### config.mk
export PLATFORM = sky130hd
export DESIGN_NAME = sdp_rdma
export DESIGN_NICKNAME = d
export VERILOG_FILES = /design/src/sdp_rdma_reg_pkg.sv /design/src/sdp_rdma_dma_pkg.sv /design/src/sdp_rdma_fifo.sv /design/src/sdp_rdma_engine.sv /design/src/sdp_rdma_reg.sv /design/src/sdp_rdma.sv
export VERILOG_INCLUDE_DIRS = /design/src /design/src/include
export SDC_FILE = /design/constraint.sdc
export NUM_CORES = 1
export LEC_CHECK = 0
export BUFFER_PORTS_ARGS = -buffer_cell sky130_fd_sc_hd__buf_4
export CAP_MARGIN = 20
export CORE_MARGIN = 8
export CORE_UTILIZATION = 64
export CTS_BUF_LIST = sky130_fd_sc_hd__clkbuf_16
export DETAILED_ROUTE_END_ITERATION = 12
export PLACE_DENSITY = 0.85
export SLEW_MARGIN = 20
export SYNTH_ARGS = -nofsm -noshare
export SYNTH_HDL_FRONTEND = slang
export SYNTH_SLANG_ARGS = --single-unit
export TNS_END_PERCENT = 1
### constraint.sdc
create_clock -name nvdla_core_clk -period 9.6 [get_ports nvdla_core_clk]
set_input_delay 1.92 -clock nvdla_core_clk [delete_from_list [all_inputs] [get_ports nvdla_core_clk]]
set_output_delay 1.92 -clock nvdla_core_clk [all_outputs]
set_load 0.05 [all_outputs]
### src/include/sdp_rdma_cfg.svh
`ifndef SDP_RDMA_CFG_SVH
`define SDP_RDMA_CFG_SVH

// ==========================================================================
// widths
// ==========================================================================
`define SDP_RDMA_ADDR_W       32    // memory byte address
`define SDP_RDMA_DATA_W       64    // one read return beat
`define SDP_RDMA_CNT_W        13    // words per operation
`define SDP_RDMA_CSB_ADDR_W   8     // register word address

`define SDP_RDMA_RET_DEPTH    4     // also the in-flight limit per engine
`define SDP_RDMA_REQ_DEPTH    2

// ==========================================================================
// register map, word offsets
// ==========================================================================
`define SDP_RDMA_REG_OP_EN      8'h00
`define SDP_RDMA_REG_MODE       8'h01   // bit0 flying, bit1 bias disable
`define SDP_RDMA_REG_SRC_BASE   8'h02
`define SDP_RDMA_REG_SRC_STRIDE 8'h03
`define SDP_RDMA_REG_SRC_COUNT  8'h04
`define SDP_RDMA_REG_BS_BASE    8'h05
`define SDP_RDMA_REG_BS_STRIDE  8'h06
`define SDP_RDMA_REG_BS_COUNT   8'h07

`endif

### src/sdp_rdma_reg_pkg.sv
`include "sdp_rdma_cfg.svh"

package sdp_rdma_reg_pkg;

  // ==========================================================================
  // control request / response channel
  // ==========================================================================
  typedef struct packed {
    logic                            write;  // 1 = write, 0 = read
    logic [`SDP_RDMA_CSB_ADDR_W-1:0] addr;   // word offset
    logic [31:0]                     wdata;
  } csb_req_t;

  typedef struct packed {
    logic        wr_ack;  // set on write responses only
    logic [31:0] rdata;
  } csb_resp_t;

  // ==========================================================================
  // per-engine settings
  // ==========================================================================
  typedef struct packed {
    logic [`SDP_RDMA_ADDR_W-1:0] base;
    logic [`SDP_RDMA_ADDR_W-1:0] stride;  // added once per request
    logic [`SDP_RDMA_CNT_W-1:0]  count;   // number of words to fetch
  } rdma_cfg_t;

endpackage

### src/sdp_rdma_dma_pkg.sv
`include "sdp_rdma_cfg.svh"

package sdp_rdma_dma_pkg;

  // memory read request, address only
  typedef struct packed {
    logic [`SDP_RDMA_ADDR_W-1:0] addr;
  } dma_rd_req_t;

  // in-order read return
  typedef struct packed {
    logic [`SDP_RDMA_DATA_W-1:0] data;
  } dma_rd_rsp_t;

  // word toward the datapath
  typedef struct packed {
    logic [`SDP_RDMA_DATA_W-1:0] data;
    logic                        last;  // final word of the operation
  } dp_data_t;

endpackage

### src/sdp_rdma_fifo.sv
`timescale 1ns/10ps

module sdp_rdma_fifo #(
  parameter type payload_t = logic,
  parameter int  depth     = 2
) (
  input  logic     nvdla_core_clk,
  input  logic     nvdla_core_rstn,
  input  logic     in_valid,
  output logic     in_ready,
  input  payload_t in_data,
  output logic     out_valid,
  input  logic     out_ready,
  output payload_t out_data
);

  localparam int ptr_w = (depth > 1) ? $clog2(depth) : 1;
  localparam int cnt_w = $clog2(depth + 1);

  payload_t         mem [depth];
  logic [ptr_w-1:0] wr_ptr;
  logic [ptr_w-1:0] rd_ptr;
  logic [cnt_w-1:0] count;
  logic             push;
  logic             pop;

  assign in_ready  = (count != cnt_w'(depth));   // low when full
  assign out_valid = (count != '0);
  assign out_data  = mem[rd_ptr];                 // fall-through head
  assign push      = in_valid & in_ready;
  assign pop       = out_valid & out_ready;

  always_ff @(posedge nvdla_core_clk or negedge nvdla_core_rstn) begin
    if (!nvdla_core_rstn) begin
      wr_ptr <= '0;
      rd_ptr <= '0;
      count  <= '0;
    end else begin
      if (push) begin
        wr_ptr <= (wr_ptr == ptr_w'(depth - 1)) ? '0 : wr_ptr + 1'b1;  // wrap
      end
      if (pop) begin
        rd_ptr <= (rd_ptr == ptr_w'(depth - 1)) ? '0 : rd_ptr + 1'b1;
      end
      count <= count + cnt_w'(push) - cnt_w'(pop);
    end
  end

  always_ff @(posedge nvdla_core_clk) begin
    if (push) begin
      mem[wr_ptr] <= in_data;
    end
  end

endmodule

### src/sdp_rdma_engine.sv
`timescale 1ns/10ps
`include "sdp_rdma_cfg.svh"

module sdp_rdma_engine
  import sdp_rdma_reg_pkg::*;
  import sdp_rdma_dma_pkg::*;
(
  input  logic        nvdla_core_clk,
  input  logic        nvdla_core_rstn,
  input  logic        op_en,
  input  rdma_cfg_t   cfg,
  output logic        done,
  output logic        rd_req_valid,
  input  logic        rd_req_ready,
  output dma_rd_req_t rd_req,
  input  logic        rd_rsp_valid,
  output logic        rd_rsp_ready,
  input  dma_rd_rsp_t rd_rsp,
  output logic        dp_valid,
  input  logic        dp_ready,
  output dp_data_t    dp_data
);

  localparam int credit_w = $clog2(`SDP_RDMA_RET_DEPTH + 1);

  typedef enum logic {st_idle, st_busy} state_t;

  state_t                      state;
  logic                        armed;
  logic                        start;
  logic [`SDP_RDMA_ADDR_W-1:0] next_addr;
  logic [`SDP_RDMA_CNT_W-1:0]  req_left;
  logic [`SDP_RDMA_CNT_W-1:0]  rsp_left;
  logic [credit_w-1:0]         credit;   // words between request and datapath
  logic                        req_push;
  logic                        req_push_ready;
  dma_rd_req_t                 req_in;
  dp_data_t                    ret_in;
  logic                        rsp_hs;
  logic                        dp_hs;

  // ==========================================================================
  // request side
  // ==========================================================================
  assign start    = (state == st_idle) & op_en & armed;
  assign req_push = (state == st_busy) & (req_left != '0) &
                    (credit < credit_w'(`SDP_RDMA_RET_DEPTH)) & req_push_ready;
  assign req_in.addr = next_addr;

  // ==========================================================================
  // return side
  // ==========================================================================
  assign rsp_hs      = rd_rsp_valid & rd_rsp_ready;
  assign ret_in.data = rd_rsp.data;
  assign ret_in.last = (rsp_left == `SDP_RDMA_CNT_W'(1));  // responses arrive in order
  assign dp_hs       = dp_valid & dp_ready;
  assign done        = dp_hs & dp_data.last;

  always_ff @(posedge nvdla_core_clk or negedge nvdla_core_rstn) begin
    if (!nvdla_core_rstn) begin
      state     <= st_idle;
      armed     <= 1'b0;
      next_addr <= '0;
      req_left  <= '0;
      rsp_left  <= '0;
      credit    <= '0;
    end else begin
      if (!op_en) begin
        armed <= 1'b1;  // wait for enable to drop between runs
      end else if (start) begin
        armed <= 1'b0;
      end
      if (start) begin
        state     <= st_busy;
        next_addr <= cfg.base;
        req_left  <= cfg.count;
        rsp_left  <= cfg.count;
      end else begin
        if (done) begin
          state <= st_idle;
        end
        if (req_push) begin
          next_addr <= next_addr + cfg.stride;
          req_left  <= req_left - 1'b1;
        end
        if (rsp_hs) begin
          rsp_left <= rsp_left - 1'b1;
        end
      end
      credit <= credit + credit_w'(req_push) - credit_w'(dp_hs);
    end
  end

  sdp_rdma_fifo #(.payload_t(dma_rd_req_t), .depth(`SDP_RDMA_REQ_DEPTH)) u_req_fifo (
    .nvdla_core_clk  (nvdla_core_clk),
    .nvdla_core_rstn (nvdla_core_rstn),
    .in_valid        (req_push),
    .in_ready        (req_push_ready),
    .in_data         (req_in),
    .out_valid       (rd_req_valid),
    .out_ready       (rd_req_ready),
    .out_data        (rd_req)
  );

  // credit cap keeps this from ever filling while a response waits
  sdp_rdma_fifo #(.payload_t(dp_data_t), .depth(`SDP_RDMA_RET_DEPTH)) u_ret_fifo (
    .nvdla_core_clk  (nvdla_core_clk),
    .nvdla_core_rstn (nvdla_core_rstn),
    .in_valid        (rd_rsp_valid),
    .in_ready        (rd_rsp_ready),
    .in_data         (ret_in),
    .out_valid       (dp_valid),
    .out_ready       (dp_ready),
    .out_data        (dp_data)
  );

endmodule

### src/sdp_rdma_reg.sv
`timescale 1ns/10ps
`include "sdp_rdma_cfg.svh"

module sdp_rdma_reg
  import sdp_rdma_reg_pkg::*;
(
  input  logic      nvdla_core_clk,
  input  logic      nvdla_core_rstn,
  input  logic      csb_req_valid,
  output logic      csb_req_ready,
  input  csb_req_t  csb_req,
  output logic      csb_resp_valid,
  output csb_resp_t csb_resp,
  output rdma_cfg_t src_cfg,
  output rdma_cfg_t bs_cfg,
  output logic      mrdma_op_en,
  output logic      brdma_op_en,
  input  logic      mrdma_done,
  input  logic      brdma_done
);

  logic        op_en;
  logic        flying_mode;    // source comes from the core, no fetch
  logic        bs_disable;
  logic        mrdma_pending;
  logic        brdma_pending;
  logic        mrdma_disable;
  logic        brdma_disable;
  logic        op_done;
  logic        wr_en;
  logic [31:0] rd_data;

  assign csb_req_ready = 1'b1;  // every request is taken at once
  assign wr_en         = csb_req_valid & csb_req.write;

  // ==========================================================================
  // engine enables and completion
  // ==========================================================================
  assign mrdma_disable = flying_mode;
  assign brdma_disable = bs_disable;
  assign mrdma_op_en   = op_en & ~mrdma_pending & ~mrdma_disable;
  assign brdma_op_en   = op_en & ~brdma_pending & ~brdma_disable;
  assign op_done       = op_en & (mrdma_pending | mrdma_done | mrdma_disable) &
                         (brdma_pending | brdma_done | brdma_disable);

  always_comb begin
    case (csb_req.addr)
      `SDP_RDMA_REG_OP_EN:      rd_data = {31'd0, op_en};
      `SDP_RDMA_REG_MODE:       rd_data = {30'd0, bs_disable, flying_mode};
      `SDP_RDMA_REG_SRC_BASE:   rd_data = src_cfg.base;
      `SDP_RDMA_REG_SRC_STRIDE: rd_data = src_cfg.stride;
      `SDP_RDMA_REG_SRC_COUNT:  rd_data = 32'(src_cfg.count);
      `SDP_RDMA_REG_BS_BASE:    rd_data = bs_cfg.base;
      `SDP_RDMA_REG_BS_STRIDE:  rd_data = bs_cfg.stride;
      `SDP_RDMA_REG_BS_COUNT:   rd_data = 32'(bs_cfg.count);
      default:                  rd_data = '0;
    endcase
  end

  always_ff @(posedge nvdla_core_clk or negedge nvdla_core_rstn) begin
    if (!nvdla_core_rstn) begin
      op_en          <= 1'b0;
      flying_mode    <= 1'b0;
      bs_disable     <= 1'b0;
      mrdma_pending  <= 1'b0;
      brdma_pending  <= 1'b0;
      src_cfg        <= '0;
      bs_cfg         <= '0;
      csb_resp_valid <= 1'b0;
    end else begin
      csb_resp_valid <= csb_req_valid;
      if (op_done) begin
        op_en <= 1'b0;
      end else if (wr_en && csb_req.addr == `SDP_RDMA_REG_OP_EN && !op_en) begin
        op_en <= csb_req.wdata[0];  // ignored while running
      end
      if (op_done) begin
        mrdma_pending <= 1'b0;
        brdma_pending <= 1'b0;
      end else begin
        mrdma_pending <= mrdma_pending | mrdma_done;
        brdma_pending <= brdma_pending | brdma_done;
      end
      if (wr_en) begin
        case (csb_req.addr)
          `SDP_RDMA_REG_MODE:       {bs_disable, flying_mode} <= csb_req.wdata[1:0];
          `SDP_RDMA_REG_SRC_BASE:   src_cfg.base   <= csb_req.wdata;
          `SDP_RDMA_REG_SRC_STRIDE: src_cfg.stride <= csb_req.wdata;
          `SDP_RDMA_REG_SRC_COUNT:  src_cfg.count  <= csb_req.wdata[`SDP_RDMA_CNT_W-1:0];
          `SDP_RDMA_REG_BS_BASE:    bs_cfg.base    <= csb_req.wdata;
          `SDP_RDMA_REG_BS_STRIDE:  bs_cfg.stride  <= csb_req.wdata;
          `SDP_RDMA_REG_BS_COUNT:   bs_cfg.count   <= csb_req.wdata[`SDP_RDMA_CNT_W-1:0];
          default:                  ;
        endcase
      end
    end
  end

  // response payload, qualified by csb_resp_valid
  always_ff @(posedge nvdla_core_clk) begin
    csb_resp.wr_ack <= csb_req.write;
    csb_resp.rdata  <= csb_req.write ? 32'd0 : rd_data;
  end

endmodule

### src/sdp_rdma.sv
`timescale 1ns/10ps

module sdp_rdma
  import sdp_rdma_reg_pkg::*;
  import sdp_rdma_dma_pkg::*;
(
  input  logic        nvdla_core_clk,
  input  logic        nvdla_core_rstn,
  input  logic        csb_req_valid,
  output logic        csb_req_ready,
  input  csb_req_t    csb_req,
  output logic        csb_resp_valid,
  output csb_resp_t   csb_resp,
  output logic        src_rd_req_valid,
  input  logic        src_rd_req_ready,
  output dma_rd_req_t src_rd_req,
  input  logic        src_rd_rsp_valid,
  output logic        src_rd_rsp_ready,
  input  dma_rd_rsp_t src_rd_rsp,
  output logic        bs_rd_req_valid,
  input  logic        bs_rd_req_ready,
  output dma_rd_req_t bs_rd_req,
  input  logic        bs_rd_rsp_valid,
  output logic        bs_rd_rsp_ready,
  input  dma_rd_rsp_t bs_rd_rsp,
  output logic        mrdma2cmux_valid,
  input  logic        mrdma2cmux_ready,
  output dp_data_t    mrdma2cmux_pd,
  output logic        brdma2dp_valid,
  input  logic        brdma2dp_ready,
  output dp_data_t    brdma2dp_pd
);

  rdma_cfg_t src_cfg;
  rdma_cfg_t bs_cfg;
  logic      mrdma_op_en;
  logic      brdma_op_en;
  logic      mrdma_done;
  logic      brdma_done;

  // ==========================================================================
  // register block
  // ==========================================================================
  sdp_rdma_reg u_reg (
    .nvdla_core_clk  (nvdla_core_clk),
    .nvdla_core_rstn (nvdla_core_rstn),
    .csb_req_valid   (csb_req_valid),
    .csb_req_ready   (csb_req_ready),
    .csb_req         (csb_req),
    .csb_resp_valid  (csb_resp_valid),
    .csb_resp        (csb_resp),
    .src_cfg         (src_cfg),
    .bs_cfg          (bs_cfg),
    .mrdma_op_en     (mrdma_op_en),
    .brdma_op_en     (brdma_op_en),
    .mrdma_done      (mrdma_done),
    .brdma_done      (brdma_done)
  );

  // ==========================================================================
  // source feature fetch, toward the channel mux
  // ==========================================================================
  sdp_rdma_engine u_mrdma (
    .nvdla_core_clk  (nvdla_core_clk),
    .nvdla_core_rstn (nvdla_core_rstn),
    .op_en           (mrdma_op_en),
    .cfg             (src_cfg),
    .done            (mrdma_done),
    .rd_req_valid    (src_rd_req_valid),
    .rd_req_ready    (src_rd_req_ready),
    .rd_req          (src_rd_req),
    .rd_rsp_valid    (src_rd_rsp_valid),
    .rd_rsp_ready    (src_rd_rsp_ready),
    .rd_rsp          (src_rd_rsp),
    .dp_valid        (mrdma2cmux_valid),
    .dp_ready        (mrdma2cmux_ready),
    .dp_data         (mrdma2cmux_pd)
  );

  // bias operand fetch
  sdp_rdma_engine u_brdma (
    .nvdla_core_clk  (nvdla_core_clk),
    .nvdla_core_rstn (nvdla_core_rstn),
    .op_en           (brdma_op_en),
    .cfg             (bs_cfg),
    .done            (brdma_done),
    .rd_req_valid    (bs_rd_req_valid),
    .rd_req_ready    (bs_rd_req_ready),
    .rd_req          (bs_rd_req),
    .rd_rsp_valid    (bs_rd_rsp_valid),
    .rd_rsp_ready    (bs_rd_rsp_ready),
    .rd_rsp          (bs_rd_rsp),
    .dp_valid        (brdma2dp_valid),
    .dp_ready        (brdma2dp_ready),
    .dp_data         (brdma2dp_pd)
  );

endmodule

==> results of run 1 <==
==> metal layers <==
layer  vias to the layer above  track usage  wire, um
met5                         -            0        23
met4                         4       0.1140      4578
met3                       288      0.06382     10260
met2                      1536       0.5045     56140
met1                     13220       0.4027     42900
li1                      10831            -         -
==> flip-flops by register name (all words and copies together), names as in the netlist, 3 cells and up <==
| name | cells |
|---|---|
| u_mrdma.credit | 3 |
| u_brdma.next_addr | 32 |
| u_brdma.u_req_fifo.mem | 64 |
| u_mrdma.u_req_fifo.mem | 64 |
| u_mrdma.rsp_left | 13 |
| u_reg.bs_cfg | 77 |
| u_brdma.rsp_left | 13 |
| u_mrdma.u_ret_fifo.count | 3 |
| u_mrdma.req_left | 13 |
| u_mrdma.next_addr | 32 |
| u_brdma.credit | 3 |
| u_brdma.u_ret_fifo.mem | 260 |
| u_brdma.req_left | 13 |
| u_mrdma.u_ret_fifo.mem | 260 |
| u_reg.csb_resp | 33 |
| u_reg.src_cfg | 77 |
| u_brdma.u_ret_fifo.count | 3 |
==> power by group through the flow <==
stage | clock network (mW) | logic, mW | registers, mW
after floorplan | 0 | 3.09 | 5.45
after global placement | 0 | 4.17 | 5.54
after detailed placement | 0 | 4.27 | 5.62
after CTS | 3.74 | 4.37 | 5.57
after global routing | 3.90 | 4.51 | 5.62
final | 3.70 | 4.34 | 5.58
==> worst paths after layout <==
path / from / endpoint / slack [ps]
setup / recovery: u_mrdma.u_ret_fifo.rd_ptr[0] / mrdma2cmux_pd[52] / 4560
hold reg to reg: u_brdma.credit[2] / u_brdma.credit[2] / 490
max in group asynchronous: nvdla_core_rstn / u_brdma.u_ret_fifo.rd_ptr[0] / 6970
hold / removal: u_brdma.credit[2] / u_brdma.credit[2] / 490
min in group asynchronous: nvdla_core_rstn / u_mrdma.next_addr[19] / 1200
setup reg to reg: u_reg.src_cfg[13] / u_mrdma.next_addr[20] / 6110
==> per-stage QoR <==
stage | area [um2] | util
final | 48310 | 0.7521
after global routing | 48300 | 0.7520
after CTS | 48270 | 0.7515
after detailed placement | 45170 | 0.7032
after global placement | 45170 | 0.7032
after floorplan | 41390 | -
==> synth_stat cells, drive strengths merged (6+ instances only) <==
master / count / share of area
xor2: 37 / 0.0078
ha: 90 / 0.027
buf: 60 / 0.0091
fa: 6 / 0.0029
or2: 7 / 0.0011
mux2: 227 / 0.062
and2: 14 / 0.0021
nand4: 8 / 0.0012
nand3: 37 / 0.0045
a211oi: 13 / 0.0026
edfxtp: 648 / 0.47
nor4: 14 / 0.0026
o211ai: 19 / 0.0037
o21bai: 9 / 0.0017
o311ai: 11 / 0.0023
or3: 7 / 0.0011
nor3: 27 / 0.0039
and3: 24 / 0.0036
mux2i: 7 / 0.0017
nor2b: 12 / 0.0018
inv: 44 / 0.0040
a21o: 35 / 0.0064
nand2: 121 / 0.011
or4: 12 / 0.0023
a221o: 6 / 0.0015
clkbuf: 72 / 0.0066
a21oi: 97 / 0.012
nor2: 73 / 0.0072
a221oi: 8 / 0.0018
xnor2: 55 / 0.012
dfxtp: 33 / 0.016
o21a: 7 / 0.0013
o21ai: 111 / 0.013
dfrtp: 308 / 0.19
mux4: 132 / 0.072
a22oi: 104 / 0.019
a31oi: 16 / 0.0029
==> area by class of cell <==
class | count | area (um2)
Timing Repair Buffer | 441 | 3334
Multi-Input combinational cell | 1400 | 12770
Inverter | 44 | 165.2
Sequential cell | 989 | 27840
Tap cell | 855 | 1070
Antenna cell | 14 | 35.03
Fill cell | 3670 | 15920
Clock buffer | 97 | 2427
Clock inverter | 78 | 671.9
==> placed cells by master (no fill, tap or decap), drive strengths merged, types with 97 or more instances in the layout <==
cell,instances
nand2,121
mux4,132
o21ai,111
a21oi,97
mux2,227
clkbuf,97
a22oi,104
buf,441
dfrtp,308
edfxtp,648
==> kinds of logic (layout without fill, tap and decap cells) <==
kind of cell             Yosys count  after routing  share of synthesized area
adder cells (fa/ha/maj)           96             96                    0.03011
buffers and inverters            176            660                    0.01962
AND/OR/NAND/NOR                  378            378                    0.04671
AO/OA/AOI/OAI                    467            467                    0.07639
flip-flops                       989            989                     0.6723
other                              1             15                 0.00009060
multiplexers                     366            366                     0.1353
XOR/XNOR                          92             92                    0.01947
==> run summary, run 1 <==
final setup fails: 0
vias in the first global route: 26465
count of cell types in the netlist: 94
die area: 73060 um2
routed vias: 25879
HP Class: reg2reg
Warnings, synthesis: 0
worst hold stages: 1
combinational power share: 0.319
Fin. Hold Viols: 0
fin crit share: 0.5251
Initial DRC Count: 3123
total grt overflow: 0
Pint: 8.712 mW
vias per inst: 6.605
Post-synth EDFFs: 648
routability cong.: 0.9310
kind of critical path: reg2out
clk_lat worst skew: 670 ps
total power: 13.63 mW
total negative slack: 0 ps
Net Sw Frac: 0.3606
first-pass GRT wire length: 169700 um
H-tree depth: 3
Main synth FF type: edfxtp_1
Worst-Margin Slew: 1047 ps
area grow syn2layout: 16.72%
postcts setup bufs: 0
sequential share of the synthesized area: 0.6723
TritonRoute pass-1 iters: 6
Setup WS post-layout: 4559 ps
Psw: 4.913 mW
worst-path cell chain: buf_4 -> mux4_2 -> buf_4
worst r2r path cells: 11
Die Y: 270.3 um
Place WS: 4788 ps
CP top delay family: buffers and inverters
critical path's slowest cell: dfrtp_4
Detailed Place HPWL: 73410 um
cell area after synthesis: 41390 um2
Root Buffer Master: clkbuf_16
Antenna Nets Post-Route: 0
Mapped Cells: 2565
dpl cells: 3729
Leak: 19.47 nW
Tot GR Track Use: 0.3060
CP startpoint kind: flip-flop
Finished Layout Cells: 3918
Starting Density: 0.6444
I/O Pins: 413
Reg power frac: 0.410
Port Buffers: 411
min cycle time layout: 5041 ps
count of state elements after synthesis: 989
Clock Power Share: 0.271
share of layout cells above drive strength 1: 0.2781
CTS tree: done
cell count along the critical path: 3
Num CTS Buffers: 96
Worst Path Buf+Inv: 2
pin count of the biggest net entering global routing: 169
Final Max Slew Viols: 0
syn_nets: 2839
Post-route DRC: 0
clk buf depth: 3
CP max stage delay: 790 ps
nets@finish: 3246
f_max: 0.1984 GHz
unrepaired setup endpoints after global routing: false
Max Cap Viol: 0
asr flop ratio synth: 0.3114
Final Skew: 33.44 ps
Worst EP required: 7680 ps
Die W: 270.3 um
cts hold-fix bufs: 0
initial antenna violation count: 15
crit-path max FO: 42
pwr dens: 282.0 nW/um2
outcome: finished clean
Worst Path Arrival: 3120 ps
PostCTS Resize Cnt: 0
Min Hold Slack: 485.9 ps
Relative slew margins: 0.3001
most used cell, CP: buf_4
Mean Syn Cell Area: 16.14 um2
Routed WL per cell: 29.07 um
# clock sinks: 989
Worst VDD drop: 0.3431 mV
CP endpoint kind: output port
Clk pin slew, worst setup/hold paths: 70 ps
Core Rows: 93
Total Wirelength: 113900 um
core area: 64230 um2
(Power assumes the default switching activity.)
==> run 2, diff against run 1 <==
CORE_UTILIZATION = 53   (was 64)
PLACE_DENSITY = 0.76   (was 0.85)
clock period = 4.5 ns   (was 9.6 ns; I/O delays follow)
==> run summary, run 2 (synthesis results as in run 1) <==
outcome: finished clean
Max Cap Viol: 0 (unchanged)
Relative slew margins: 0.3047 (+0.004556)
Final Skew: 38.14 ps (+4.701 ps)
Routed WL per cell: 24.93 um (-14%)
initial antenna violation count: 12 (-3)
pwr dens: 593.7 nW/um2 (+110%)
# clock sinks: 989 (unchanged)
CP startpoint kind: flip-flop
commonest non-fill, non-tap cells in the layout: edfxtp_1 (648), buf_4 (448), dfrtp_1 (304), mux2_1 (142), mux4_2 (132)
Initial DRC Count: 2035 (-35%)
most used cell, CP: buf_4
routed vias: 24638 (-4.8%)
dpl cell area: 45510 um2 (+0.75%)
Port Buffers: 411 (unchanged)
f_max: 0.2783 GHz
Core Rows: 102 (+9.7%)
total grt overflow: 0 (unchanged)
min cycle time layout: 3594 ps
share of layout cells above drive strength 1: 0.2814 (+0.003309)
CTS tree: done
fin area: 48810 um2 (+1.0%)
CP endpoint kind: output port
die area: 87290 um2 (+19%)
H-tree depth: 3 (unchanged)
Finished Layout Cells: 4117 (+5.1%)
Starting Density: 0.5352 (-0.1092)
nets@finish: 3260 (+0.43%)
first-pass GRT wire length: 154300 um (-9.1%)
critical path's slowest cell: dfrtp_4
worst-path cell chain: buf_4 -> mux4_2 -> buf_4
CP top delay family: flip-flops
Die W: 295.5 um (+9.3%)
Worst Path Arrival: 2690 ps (-430 ps)
final setup fails: 0 (unchanged)
biggest regs: u_brdma.u_ret_fifo.mem x260, u_mrdma.u_ret_fifo.mem x260
postcts setup bufs: 0 (unchanged)
Tot GR Track Use: 0.2305 (-0.07556)
core area: 77340 um2 (+20%)
Leak: 19.66 nW (+0.97%)
Total Wirelength: 102600 um (-9.9%)
Min Hold Slack: 244.1 ps (-241.8 ps)
Post-route DRC: 0 (unchanged)
pin count of the biggest net entering global routing: 112 (-34%)
cts hold-fix bufs: 0 (unchanged)
TritonRoute pass-1 iters: 6 (unchanged)
PostCTS Resize Cnt: 0 (unchanged)
unrepaired setup endpoints after global routing: false
Worst EP required: 3600 ps (-4080 ps)
I/O Pins: 413 (unchanged)
Die Y: 295.5 um (+9.3%)
Num CTS Buffers: 99 (+3.1%)
total negative slack: 0 ps (unchanged)
clk buf depth: 3 (unchanged)
HP Class: in2async
CP max stage delay: 860 ps (+70 ps)
commonest non-fill, non-tap cell in the layout: edfxtp_1
crit-path max FO: 35 (-17%)
clk_lat worst skew: 670 ps (about the same)
vias per inst: 5.984 (-9.4%)
Root Buffer Master: clkbuf_16
dpl cells: 3925 (+5.3%)
Worst VDD drop: 0.6443 mV (+88%)
area grow syn2layout: 17.92%
kind of critical path: reg2out
fin crit share: 0.7986
Antenna Nets Post-Route: 0 (unchanged)
Worst Path Buf+Inv: 2 (unchanged)
Worst-Margin Slew: 1041 ps (-6.818 ps)
Fin. Hold Viols: 0 (unchanged)
routability cong.: 0.9503 (+2.1%)
Detailed Place HPWL: 71000 um (-3.3%)
Final Max Slew Viols: 0 (unchanged)
Clk pin slew, worst setup/hold paths: 60 ps (about the same)
vias in the first global route: 25197 (-4.8%)
[run 2: changes by cell type in the layout (fill, tap and decap cells not counted), sizes merged]
cell / change
buf: +11
diode: -7
inv: +7
clkbuf: +4
bufinv: +3
clkinvlp: -3
clkinv: -1
[run 2: stage by stage]
step | setup WS [ps] | total power [mW] | utilization
2_1_floorplan | 1161 | 18.20 | -
3_3_place_gp | 1074 | 20.78 | 0.5884
3_5_place_dp | 1014 | 21.06 | 0.5884
4_1_cts | 797.0 | 29.29 | 0.6308
5_1_grt | 742.7 | 30.09 | 0.6310
6_report | 906.3 | 28.98 | 0.6311
[run 2: power breakdown]
part           total, mW  leakage [nW]  switching [mW]  internal (mW)
clock network       8.18          1.68            3.50           4.69
logic               9.04          7.41            5.90           3.14
registers           11.8          10.6           0.673           11.1
total               29.0          19.7            10.1           18.9
[run 2: final cells by class]
class                      instances  area (um2)
fill                            5531       28530
multi-input combinational       1400       12770
clock buffer                     101        2527
inverter                          44       165.2
timing repair buffer             452        3438
antenna                            7       17.52
sequential                       989       27840
clock inverter                    84       753.2
tap                             1040        1301
[run 2: path summary, 6_finish.rpt]
check | from | end | slack (ps) | cells after the start
worst max register to register | u_mrdma.req_left[0] | u_mrdma.req_left[4] | 1340 | 11
min in group nvdla_core_clk | bs_rd_rsp[45] | u_brdma.u_ret_fifo.mem[0][46] | 430 | 1
max in group asynchronous | nvdla_core_rstn | u_brdma.u_ret_fifo.rd_ptr[0] | 3170 | 2
worst min-delay path | nvdla_core_rstn | u_reg.src_cfg[31] | 240 | 1
worst min register to register | u_brdma.credit[2] | u_brdma.credit[2] | 480 | 1
worst max-delay path | u_brdma.u_ret_fifo.rd_ptr[0] | brdma2dp_pd[55] | 910 | 3
[run 2: metal layers]
layer | global-route usage | wire, um | up-vias
met5 | 0 | 54 | -
met3 | 0.05330 | 8350 | 171
met1 | 0.3153 | 41820 | 12620
li1 | - | - | 10872
met2 | 0.3709 | 49690 | 967
met4 | 0.06694 | 2732 | 8
